`config.mk`:
```
export PLATFORM = sky130hd
export DESIGN_NAME = bip_top
export DESIGN_NICKNAME = d
export VERILOG_FILES = /design/src/source/bip_mem_pkg.sv /design/src/source/bip_isa_pkg.sv /design/src/source/bip_top.sv /design/src/source/bip_data_mem.sv /design/src/source/bip_datapath.sv /design/src/source/bip_control.sv /design/src/source/bip_fetch.sv
export SDC_FILE = /design/constraint.sdc
export NUM_CORES = 2
export LEC_CHECK = 0
export BUFFER_PORTS_ARGS = -buffer_cell sky130_fd_sc_hd__buf_2
export CORE_MARGIN = 4
export CORE_UTILIZATION = 30
export CTS_CLUSTER_DIAMETER = 120
export DETAILED_ROUTE_END_ITERATION = 10
export PLACE_DENSITY = 0.42
export SYNTH_ARGS = -nofsm -noshare
export SYNTH_HDL_FRONTEND = slang
export SYNTH_SLANG_ARGS = --single-unit
export TNS_END_PERCENT = 5
```
`constraint.sdc`:
```
create_clock -name i_clock -period 21.8 [get_ports i_clock]
set_input_delay 1.09 -clock i_clock [delete_from_list [all_inputs] [get_ports i_clock]]
set_output_delay 1.09 -clock i_clock [all_outputs]
set_load 0.02 [all_outputs]
```
`src/source/bip_mem_pkg.sv`:
```
`default_nettype none

// Memory sizing for program and data RAM.
package bip_mem_pkg;

  // Program memory.
  localparam int PROG_DEPTH      = 64;  // Instruction words.
  localparam int PROG_ADDR_WIDTH = 6;   // Also the PC width.

  // Data memory.
  localparam int DATA_DEPTH      = 64;  // Data words.
  localparam int DATA_ADDR_WIDTH = 6;   // Low operand bits used.

  // Reset clear of the data RAM, four words per cycle.
  localparam int DATA_CLEAR_WORDS     = 4;
  localparam int DATA_CLEAR_CNT_WIDTH = 4;  // 16 cycles cover the RAM.

endpackage

`default_nettype wire

```
`src/source/bip_isa_pkg.sv`:
```
`default_nettype none

////////////////////
// BIP I instruction set.
////////////////////

package bip_isa_pkg;

  // Instruction field widths.
  localparam int OPCODE_WIDTH  = 5;   // Upper bits of the word.
  localparam int OPERAND_WIDTH = 11;  // Immediate or data address.
  localparam int DATA_WIDTH    = 16;  // Accumulator and memory word.
  localparam int INSTR_WIDTH   = 16;  // Opcode plus operand.

  // Bits added by sign extension of the operand.
  localparam int SIGN_EXT_WIDTH = DATA_WIDTH - OPERAND_WIDTH;

  ////////////////////
  // Opcodes.
  ////////////////////

  typedef enum logic [OPCODE_WIDTH-1:0] {
    HLT  = 5'd0,  // Stop the core.
    STO  = 5'd1,  // mem[op] <= acc.
    LD   = 5'd2,  // acc <= mem[op].
    LDI  = 5'd3,  // acc <= sext(op).
    ADD  = 5'd4,  // acc <= acc + mem[op].
    ADDI = 5'd5,  // acc <= acc + sext(op).
    SUB  = 5'd6,  // acc <= acc - mem[op].
    SUBI = 5'd7   // acc <= acc - sext(op).
  } opcode_e;

  // Accumulator write source, mux A.
  typedef enum logic [1:0] {
    SRC_MEM = 2'd0,  // Data memory read word.
    SRC_IMM = 2'd1,  // Sign-extended operand.
    SRC_ALU = 2'd2   // Adder or subtractor result.
  } acc_src_e;

endpackage

`default_nettype wire
```
`src/source/bip_top.sv`:
```
`timescale 1ns/1ps
`default_nettype none

module bip_top (
  input  wire                                      i_clock,
  input  wire                                      i_reset,
  input  wire                                      i_run,
  input  wire                                      i_prog_we,
  input  wire  [bip_mem_pkg::PROG_ADDR_WIDTH-1:0]  i_prog_addr,
  input  wire  [bip_isa_pkg::INSTR_WIDTH-1:0]      i_prog_data,
  input  wire  [bip_mem_pkg::DATA_ADDR_WIDTH-1:0]  i_dbg_addr,
  output logic [bip_isa_pkg::DATA_WIDTH-1:0]       o_dbg_data,
  output logic [bip_isa_pkg::DATA_WIDTH-1:0]       o_acc,
  output logic [bip_mem_pkg::PROG_ADDR_WIDTH-1:0]  o_pc,
  output logic                                     o_halt
);

  ////////////////////
  // Internal nets.
  ////////////////////

  logic [bip_isa_pkg::INSTR_WIDTH-1:0]   instr;
  bip_isa_pkg::opcode_e                  opcode;
  logic [bip_isa_pkg::OPERAND_WIDTH-1:0] operand;
  bip_isa_pkg::acc_src_e                 acc_src;
  logic                                  sel_imm;
  logic                                  acc_we;
  logic                                  mem_we;
  logic                                  pc_en;
  logic [bip_isa_pkg::OPERAND_WIDTH-1:0] mem_addr;
  logic [bip_isa_pkg::DATA_WIDTH-1:0]    mem_rdata;

  // Instruction fields.
  assign opcode  = bip_isa_pkg::opcode_e'(
                     instr[bip_isa_pkg::INSTR_WIDTH-1 -: bip_isa_pkg::OPCODE_WIDTH]);
  assign operand = instr[bip_isa_pkg::OPERAND_WIDTH-1:0];

  bip_fetch u_fetch (
    .i_clock     (i_clock),
    .i_reset     (i_reset),
    .i_pc_en     (pc_en),
    .i_prog_we   (i_prog_we),
    .i_prog_addr (i_prog_addr),
    .i_prog_data (i_prog_data),
    .o_instr     (instr),
    .o_pc        (o_pc)
  );

  bip_control u_control (
    .i_clock   (i_clock),
    .i_reset   (i_reset),
    .i_run     (i_run),
    .i_opcode  (opcode),
    .o_acc_src (acc_src),
    .o_sel_imm (sel_imm),
    .o_acc_we  (acc_we),
    .o_mem_we  (mem_we),
    .o_pc_en   (pc_en),
    .o_halt    (o_halt)
  );

  bip_datapath u_datapath (
    .i_clock    (i_clock),
    .i_reset    (i_reset),
    .i_acc_src  (acc_src),
    .i_sel_imm  (sel_imm),
    .i_acc_we   (acc_we),
    .i_opcode   (opcode),
    .i_operand  (operand),
    .i_mem_data (mem_rdata),
    .o_addr     (mem_addr),
    .o_acc      (o_acc)     // Also the store data.
  );

  bip_data_mem u_data_mem (
    .i_clock    (i_clock),
    .i_reset    (i_reset),
    .i_we       (mem_we),
    .i_addr     (mem_addr),
    .i_wdata    (o_acc),
    .o_rdata    (mem_rdata),
    .i_dbg_addr (i_dbg_addr),
    .o_dbg_data (o_dbg_data)
  );

endmodule

`default_nettype wire

```
`src/source/bip_data_mem.sv`:
```
`timescale 1ns/1ps
`default_nettype none

module bip_data_mem (
  input  wire                                      i_clock,
  input  wire                                      i_reset,
  input  wire                                      i_we,        // STO strobe.
  input  wire  [bip_isa_pkg::OPERAND_WIDTH-1:0]    i_addr,
  input  wire  [bip_isa_pkg::DATA_WIDTH-1:0]       i_wdata,
  output logic [bip_isa_pkg::DATA_WIDTH-1:0]       o_rdata,
  input  wire  [bip_mem_pkg::DATA_ADDR_WIDTH-1:0]  i_dbg_addr,  // Inspection port.
  output logic [bip_isa_pkg::DATA_WIDTH-1:0]       o_dbg_data
);

  logic [bip_isa_pkg::DATA_WIDTH-1:0] ram [bip_mem_pkg::DATA_DEPTH];
  logic [bip_mem_pkg::DATA_ADDR_WIDTH-1:0] core_addr;  // Low operand bits.

  // Clear pointer, one group of words per reset cycle.
  logic [bip_mem_pkg::DATA_CLEAR_CNT_WIDTH-1:0] clr_cnt = '0;

  assign core_addr = i_addr[bip_mem_pkg::DATA_ADDR_WIDTH-1:0];

  always_ff @(posedge i_clock) begin
    if (!i_reset) begin
      clr_cnt <= clr_cnt + 1'b1;  // Walks the RAM during reset.
    end
    else begin
      clr_cnt <= '0;  // Ready for the next reset.
    end
  end

  ////////////////////
  // RAM write side.
  ////////////////////

  always_ff @(posedge i_clock) begin
    if (!i_reset) begin
      for (int k = 0; k < bip_mem_pkg::DATA_CLEAR_WORDS; k++) begin
        ram[bip_mem_pkg::DATA_CLEAR_WORDS * clr_cnt + k] <= '0;  // Zero a group.
      end
    end
    else if (i_we) begin
      ram[core_addr] <= i_wdata;
    end
  end

  // Both reads are combinational.
  assign o_rdata    = ram[core_addr];
  assign o_dbg_data = ram[i_dbg_addr];

endmodule

`default_nettype wire

```
`src/source/bip_datapath.sv`:
```
`timescale 1ns/1ps
`default_nettype none

module bip_datapath (
  input  wire                                    i_clock,
  input  wire                                    i_reset,
  input  bip_isa_pkg::acc_src_e                  i_acc_src,   // Mux A select.
  input  wire                                    i_sel_imm,   // Mux B select.
  input  wire                                    i_acc_we,
  input  bip_isa_pkg::opcode_e                   i_opcode,
  input  wire  [bip_isa_pkg::OPERAND_WIDTH-1:0]  i_operand,
  input  wire  [bip_isa_pkg::DATA_WIDTH-1:0]     i_mem_data,  // Data RAM read word.
  output logic [bip_isa_pkg::OPERAND_WIDTH-1:0]  o_addr,
  output logic [bip_isa_pkg::DATA_WIDTH-1:0]     o_acc
);

  logic [bip_isa_pkg::DATA_WIDTH-1:0] acc;
  logic [bip_isa_pkg::DATA_WIDTH-1:0] imm_ext;  // Sign-extended operand.
  logic [bip_isa_pkg::DATA_WIDTH-1:0] mux_a;    // Accumulator input.
  logic [bip_isa_pkg::DATA_WIDTH-1:0] mux_b;    // ALU operand B.
  logic [bip_isa_pkg::DATA_WIDTH-1:0] alu_out;

  ////////////////////
  // Accumulator.
  ////////////////////

  always_ff @(posedge i_clock) begin
    if (!i_reset) begin
      acc <= '0;
    end
    else if (i_acc_we) begin
      acc <= mux_a;  // Load or ALU result.
    end
  end

  // Replicate the operand sign bit.
  assign imm_ext = {{bip_isa_pkg::SIGN_EXT_WIDTH{i_operand[bip_isa_pkg::OPERAND_WIDTH-1]}},
                    i_operand};

  always_comb begin
    case (i_acc_src)
      bip_isa_pkg::SRC_MEM: mux_a = i_mem_data;
      bip_isa_pkg::SRC_IMM: mux_a = imm_ext;
      bip_isa_pkg::SRC_ALU: mux_a = alu_out;
      default:              mux_a = acc;  // Unused code keeps the value.
    endcase
  end

  assign mux_b = i_sel_imm ? imm_ext : i_mem_data;

  ////////////////////
  // Add/subtract unit.
  ////////////////////

  // Wraps modulo 2^16, no flags.
  always_comb begin
    case (i_opcode)
      bip_isa_pkg::ADD, bip_isa_pkg::ADDI: alu_out = acc + mux_b;
      bip_isa_pkg::SUB, bip_isa_pkg::SUBI: alu_out = acc - mux_b;
      default:                             alu_out = acc;  // Pass through.
    endcase
  end

  assign o_acc  = acc;        // Also the store data.
  assign o_addr = i_operand;  // Direct addressing.

endmodule

`default_nettype wire

```
`src/source/bip_control.sv`:
```
`timescale 1ns/1ps
`default_nettype none

module bip_control (
  input  wire                    i_clock,
  input  wire                    i_reset,
  input  wire                    i_run,      // Execute enable level.
  input  bip_isa_pkg::opcode_e   i_opcode,
  output bip_isa_pkg::acc_src_e  o_acc_src,  // Mux A select.
  output logic                   o_sel_imm,  // Mux B takes the immediate.
  output logic                   o_acc_we,
  output logic                   o_mem_we,
  output logic                   o_pc_en,
  output logic                   o_halt
);

  // Run state of the core.
  typedef enum logic {
    RUNNING = 1'b0,
    HALTED  = 1'b1
  } state_e;

  state_e state;
  state_e state_next;
  logic   active;     // Core may execute this cycle.
  logic   dec_acc_we; // Raw decode, before gating.
  logic   dec_mem_we;
  logic   dec_stop;

  ////////////////////
  // Decoder.
  ////////////////////

  always_comb begin
    o_acc_src  = bip_isa_pkg::SRC_ALU;  // Default source.
    o_sel_imm  = 1'b0;
    dec_acc_we = 1'b0;
    dec_mem_we = 1'b0;
    dec_stop   = 1'b0;
    case (i_opcode)
      bip_isa_pkg::HLT: dec_stop = 1'b1;
      bip_isa_pkg::STO: dec_mem_we = 1'b1;  // Store only.
      bip_isa_pkg::LD: begin
        o_acc_src  = bip_isa_pkg::SRC_MEM;
        dec_acc_we = 1'b1;
      end
      bip_isa_pkg::LDI: begin
        o_acc_src  = bip_isa_pkg::SRC_IMM;
        o_sel_imm  = 1'b1;
        dec_acc_we = 1'b1;
      end
      bip_isa_pkg::ADD, bip_isa_pkg::SUB: begin
        dec_acc_we = 1'b1;  // Memory operand.
      end
      bip_isa_pkg::ADDI, bip_isa_pkg::SUBI: begin
        o_sel_imm  = 1'b1;  // Immediate operand.
        dec_acc_we = 1'b1;
      end
      default: ;  // Unused codes act as no-ops.
    endcase
  end

  ////////////////////
  // Run/halt FSM.
  ////////////////////

  assign active = i_run && (state == RUNNING);

  always_comb begin
    state_next = state;
    if (active && dec_stop) begin
      state_next = HALTED;  // Held until reset.
    end
  end

  always_ff @(posedge i_clock) begin
    if (!i_reset) begin
      state <= RUNNING;
    end
    else begin
      state <= state_next;
    end
  end

  // Strobes only while running with i_run high.
  assign o_acc_we = active && dec_acc_we;
  assign o_mem_we = active && dec_mem_we;
  assign o_pc_en  = active && !dec_stop;   // PC stays on HLT.
  assign o_halt   = (state == HALTED);

endmodule

`default_nettype wire

```
`src/source/bip_fetch.sv`:
```
`timescale 1ns/1ps
`default_nettype none

module bip_fetch (
  input  wire                                      i_clock,
  input  wire                                      i_reset,
  input  wire                                      i_pc_en,      // Advance the PC.
  input  wire                                      i_prog_we,    // Load strobe.
  input  wire  [bip_mem_pkg::PROG_ADDR_WIDTH-1:0]  i_prog_addr,
  input  wire  [bip_isa_pkg::INSTR_WIDTH-1:0]      i_prog_data,
  output logic [bip_isa_pkg::INSTR_WIDTH-1:0]      o_instr,      // Word at the PC.
  output logic [bip_mem_pkg::PROG_ADDR_WIDTH-1:0]  o_pc
);

  ////////////////////
  // Program counter.
  ////////////////////

  logic [bip_mem_pkg::PROG_ADDR_WIDTH-1:0] pc;

  always_ff @(posedge i_clock) begin
    if (!i_reset) begin
      pc <= '0;  // Start at address 0.
    end
    else if (i_pc_en) begin
      pc <= pc + 1'b1;  // Wraps at the top.
    end
  end

  assign o_pc = pc;

  ////////////////////
  // Program memory.
  ////////////////////

  // Contents come from the load port only.
  logic [bip_isa_pkg::INSTR_WIDTH-1:0] prog_mem [bip_mem_pkg::PROG_DEPTH];

  always_ff @(posedge i_clock) begin
    if (i_prog_we) begin
      prog_mem[i_prog_addr] <= i_prog_data;  // Written while stopped.
    end
  end

  // Asynchronous read at the PC.
  assign o_instr = prog_mem[pc];

endmodule

`default_nettype wire

```
* After elaboration in Yosys (flattened, before gate mapping)
Memories as Yosys holds them, arrays and structs flattened. A register that Yosys moved wholly into a read port is not among the register bits.
Index checks and enable logic that the tools add are counted.
** Word-level totals
- Register bits after elaboration :: 27
- Bits in writable memories :: 2048
- Input bits :: 32
- Memories :: 2
** Memory list
- u_data_mem.ram :: depth 64, width 16, rd ports 2, clocked after memory_dff 0, wr ports 4, RTL line bip_data_mem.sv:15 : logic [bip_isa_pkg::DATA_WIDTH-1:0] ram [bip_mem_pkg::DATA_DEPTH];
- u_fetch.prog_mem :: depth 64, width 16, rd ports 1, clocked after memory_dff 1, wr ports 1, RTL line bip_fetch.sv:37 : logic [bip_isa_pkg::INSTR_WIDTH-1:0] prog_mem [bip_mem_pkg::PROG_DEPTH];
** Operators by class
- $add $sub $neg :: 7
- Eq/ne operators :: 10
- Multiplexer cells :: 19
- Bitwise gates (word level) :: 1
- Reduce and logical (&&, ||, !) cells :: 15
** Operators with widths (count)
- $pmux 16 s3 :: 1
- $mux 16 :: 2
- $pmux 16 s2 :: 1
- $eq 5x3->1 const B :: 4
- $mux 6 :: 3
- $add 16x16->16 :: 1
- $reduce_or 16->1 :: 1
- $sub 16x16->16 :: 1
- $add 6x1->6 const B :: 2
- $add 6x2->6 const B :: 2
- $mux 1 :: 11
- $eq 5x2->1 const B :: 2
- $reduce_or 6->1 :: 1
- $eq 5x1->1 const B :: 1
- $logic_and 1x1->1 :: 5
- $logic_not 5->1 :: 1
- $add 4x1->4 const B :: 1
- $pmux 2 s2 :: 1
- $reduce_or 2->1 :: 2
- $ne 3x1->1 const B :: 1
- $reduce_and 3->1 :: 1
- $reduce_bool 3->1 :: 1
- $reduce_or 3->1 :: 1
- $eq 2x1->1 const B :: 1
- other kinds (4) :: 4

* Longest topological paths before layout
- Depth after elaboration :: 8
- Gate-level depth with buffers :: 42

* Cells and area by module
From an unflattened synthesis, not the netlist that was laid out.
** Second synthesis, totals
- Cells, all modules :: 7180
- Area, all modules :: 94841.0 µm²
** By module, submodules not included
- bip_data_mem :: instances 1, cells each 5035, area each 52402.8 µm²
- bip_fetch :: instances 1, cells each 1814, area each 39993.4 µm²
- bip_datapath :: instances 1, cells each 317, area each 2332.2 µm²
- bip_control :: instances 1, cells each 14, area each 112.6 µm²

* Worst setup path before layout
No wires, ideal clock.
- Kind :: flip-flop to flip-flop
- Start point :: register (tool-made name)
- End point :: register u_datapath.acc, in the netlist u_datapath.o_acc[14]
- Library setup time :: 116 ps
- Data arrival time :: 6869 ps
- Required time :: 21684 ps
- Path slack :: 14815 ps
- Stages on the path, launching flop included :: 41
- Buffers on the path :: 10
- Clock period less this slack :: 6985 ps
- Cells stage by stage :: dfxtp_1 -> buf_4 -> buf_8 -> buf_8 -> buf_8 -> buf_4 -> buf_4 -> mux2i_1 -> nand2_1 -> nand3_1 -> nand4_2 -> o21ai_4 -> buf_6 -> buf_6 -> buf_2 -> buf_2 -> mux2i_1 -> mux2i_1 -> [5 not listed] -> nor2_1 -> xnor2_1 -> ha_1 -> nor2b_1 -> o21ai_0 -> a21boi_0 -> o21ai_0 -> a21boi_0 -> o21ai_0 -> a21boi_0 -> o21ai_0 -> nand2b_1 -> a31o_2 -> a21o_1 -> a21oi_1 -> xor2_1 -> o21ai_0 -> a41o_1
** RTL lines
- end signal, assigned :: RTL line bip_datapath.sv:32 : acc <= mux_a;
- end, declared :: RTL line bip_datapath.sv:17 : logic [bip_isa_pkg::DATA_WIDTH-1:0] acc;

==> flow_summary.json <==
{
  "gp_congestion": 0.937,
  "violations": "capacitance limit, slew limit",
  "die_h_um": 573,
  "path_delay_family": "compound AO/OA/AOI/OAI gates",
  "irDropWorstVdd_mv": 0.0760,
  "avgSynthCellArea_um2": 12.2,
  "final_antenna_net_count": 0,
  "min_path_type": "flop to flop",
  "max_slew_margin": -0.167,
  "top_layer_used": "met5",
  "maxCapViolations": 1,
  "via_per_inst": 5.67,
  "synth_edf_count": 1280,
  "yosysTopAreaCell": "edfxtp_1",
  "grt_util_all_layers": 0.241,
  "critPathSlowestCell": "or4_2",
  "power.leakage_nw": 35.1,
  "synth_top_cell_area_share": 0.401,
  "p_per_area_mw_per_mm2": 87.2,
  "die_w_um": 573,
  "finalMaxSlewViolations": 2,
  "end_kind": "flop",
  "cts_resized": 0,
  "wl_met2_mm": 191,
  "finClkSkew_ns": 0.0747,
  "layout-drive-gt1-share": 0.190,
  "antenna_found_initial": 27,
  "drc": 0,
  "cp.arrival_ns": 12.63,
  "tightest_slew_ns": 1.71,
  "core-area_mm2": 0.318,
  "setup_tns_ns": 0,
  "syn_area_mm2": 0.0959,
  "drt_pre_antenna_iters": 7,
  "finalCritPeriodShare": 0.543,
  "rsz0062_at_grt": "no",
  "yosysWarnings": 0,
  "slowest_delay_ns": 0.89,
  "cts_buffers": 239,
  "synth.distinct_cells": 112,
  "die_area_mm2": 0.329,
  "finalHoldViolCount": 0,
  "crit_top_cell": "o21ai_0",
  "clk_path_buf_depth": 4,
  "drt-wirelength-per-cell_um": 33.6,
  "initial_utilization": 0.301,
  "num-fill-cells": 31100,
  "holdWs_ns": 0.464,
  "path_buf_inv": 6,
  "ys_seq_elements": 2081,
  "crit_fanout": 39,
  "ctsHtreeMaxLevel": 4,
  "dp_slack_ns": 10.17,
  "m1WireLength_mm": 169,
  "crit_type": "flop to flop",
  "async_flop_share": 0,
  "setup_viol": 0,
  "wl_met3_mm": 32.0,
  "status": "finished with violations",
  "grt_max_degree": 120,
  "multi_input_area_mm2": 0.0386,
  "fin_total_pwr_mw": 9.50,
  "synthCells": 7887,
  "routed_wl_mm": 411,
  "num_rows": 207,
  "cts.sinks": 2081,
  "first_iter_violations": 8518,
  "ctsHoldBuffers": 0,
  "cts_tree": "built",
  "setup.worst_path.start_class": "flop",
  "grt_pass1_wl_mm": 564,
  "setup_slack_ns": 9.96,
  "fin_crit_ns": 11.84,
  "synthesis.nets": 7938,
  "hpwlAfterDp_mm": 257,
  "grt_pass1_vias": 66400,
  "post_cts_buffers": 0,
  "ys_seq_area_frac": 0.568,
  "layout.nets": 7883,
  "num_vias": 69400,
  "io_pins": 71,
  "path_clk_slew_ns": 0.06,
  "regArea_mm2": 0.0545,
  "syn2layout_area_growth_pct": 13.7,
  "cp.required_ns": 22.59,
  "ys.flop_type": "edfxtp_1",
  "fmaxAchievable_ghz": 0.0845,
  "port-buffer-count": 70,
  "cts-root-buf": "clkbuf_16",
  "clk_latency_ns": 0.94,
  "synth_area_leaders": "edfxtp_1 40%, dfxtp_1 17%, mux4_2 13%",
  "overflow": 0
}
## path summary, 6_finish.rpt
path         slack (ns)             startpoint               endpoint  depth (start not counted)
max                9.96                   flop   u_datapath.o_acc[14]                         34
min                0.46  u_data_mem.ram[6][12]  u_data_mem.ram[6][12]                          2
max reg2reg        9.96                   flop   u_datapath.o_acc[14]                         34
min reg2reg        0.46  u_data_mem.ram[6][12]  u_data_mem.ram[6][12]                          2
## state kept, by name (all words and copies together) (netlist names), named ones only
| name | cells |
|---|---|
| u_data_mem.ram | 1024 |
| u_fetch.o_pc | 6 |
| u_control.o_halt | 1 |
| u_fetch.prog_mem | 1024 |
| u_data_mem.clr_cnt | 4 |
| u_datapath.o_acc | 16 |
## layer usage
metal / vias to the layer above / GRT usage
li1: 29200 / -
met4: 26 / 0.101
met5: - / 0.00465
met3: 758 / 0.0472
met2: 3379 / 0.386
met1: 36000 / 0.319
## cells in the mapped netlist (all sizes together) (13+ instances only)
cell type	count
a211oi	32
a21boi	13
a21oi	816
a22oi	67
a31oi	16
a32oi	20
and2	25
and3	17
buf	310
clkbuf	327
dfxtp	801
edfxtp	1280
ha	18
inv	102
mux2	49
mux2i	484
mux4	575
nand2	1750
nand2b	15
nand3	158
nand4	33
nor2	347
nor2b	20
nor3	69
nor4	13
o2111ai	13
o211ai	175
o21ai	74
o22ai	33
o31ai	14
or3	19
xor2	15
## through the flow
stage	cell area [um^2]	instances	util
after floorplan	95900	7887	-
after global placement	101000	11800	0.318
after detailed placement	101000	11800	0.318
after CTS	109000	12200	0.343
after global routing	109000	12200	0.343
final	109000	12200	0.343
## cell usage in the layout, fill, tap and decap left out, types with 12 or more instances in the layout
| master | n |
|---|---|
| nor2_1 | 226 |
| and3_1 | 17 |
| o211ai_1 | 175 |
| clkinvlp_4 | 12 |
| a22oi_1 | 66 |
| mux4_2 | 571 |
| a32oi_1 | 20 |
| a211oi_1 | 31 |
| and2_2 | 14 |
| mux2i_1 | 484 |
| o22ai_1 | 33 |
| nand2b_1 | 15 |
| buf_4 | 265 |
| a21boi_0 | 12 |
| clkbuf_1 | 53 |
| clkbuf_16 | 247 |
| nor2_2 | 51 |
| ha_1 | 18 |
| dfxtp_1 | 795 |
| nand3_1 | 157 |
| or3_1 | 19 |
| inv_1 | 102 |
| nand2_1 | 1748 |
| nor3_1 | 59 |
| xor2_1 | 15 |
| nor2_4 | 70 |
| a21oi_1 | 811 |
| a31oi_1 | 15 |
| buf_2 | 68 |
| edfxtp_1 | 1280 |
| clkinv_2 | 48 |
| o2111ai_1 | 12 |
| clkbuf_8 | 31 |
| clkinv_1 | 27 |
| nor2b_1 | 19 |
| xnor2_1 | 12 |
| diode_2 | 19 |
| nand4_1 | 31 |
| o21ai_0 | 67 |
| mux2_2 | 48 |
## tightest hold or removal path, cell delays in order, from the launching register on
cell and delay, ns:
dfxtp_1 0.31, nand2_1 0.06, a21oi_1 0.05
## final cells by class
type | count | area share
Antenna cell | 19 | 0.000436
Clock buffer | 331 | 0.0625
Clock inverter | 112 | 0.00881
Timing Repair Buffer | 341 | 0.0227
Inverter | 104 | 0.00358
Multi-Input combinational cell | 5065 | 0.354
Sequential cell | 2081 | 0.500
Tap cell | 4180 | 0.0480
## where the power goes
group          switching, mW  internal (mW)
clock network           1.74           2.30
logic                  0.865          0.385
registers             0.0250           4.19
total                   2.63           6.87
## logic make-up (layout without fill, tap and decap cells)
logic type,count (synthesis),after routing,synth area share
buffers and inverters,741,888,0.0368
adders and majority gates,19,19,0.00256
DFF,2081,2081,0.568
AOI/OAI and AO/OA,1400,1400,0.0899
and+or+nand+nor,2511,2511,0.109
muxes,1108,1108,0.192
xor gates and xnor gates,27,27,0.00247
other,0,19,0
(Power assumes the default switching activity.)
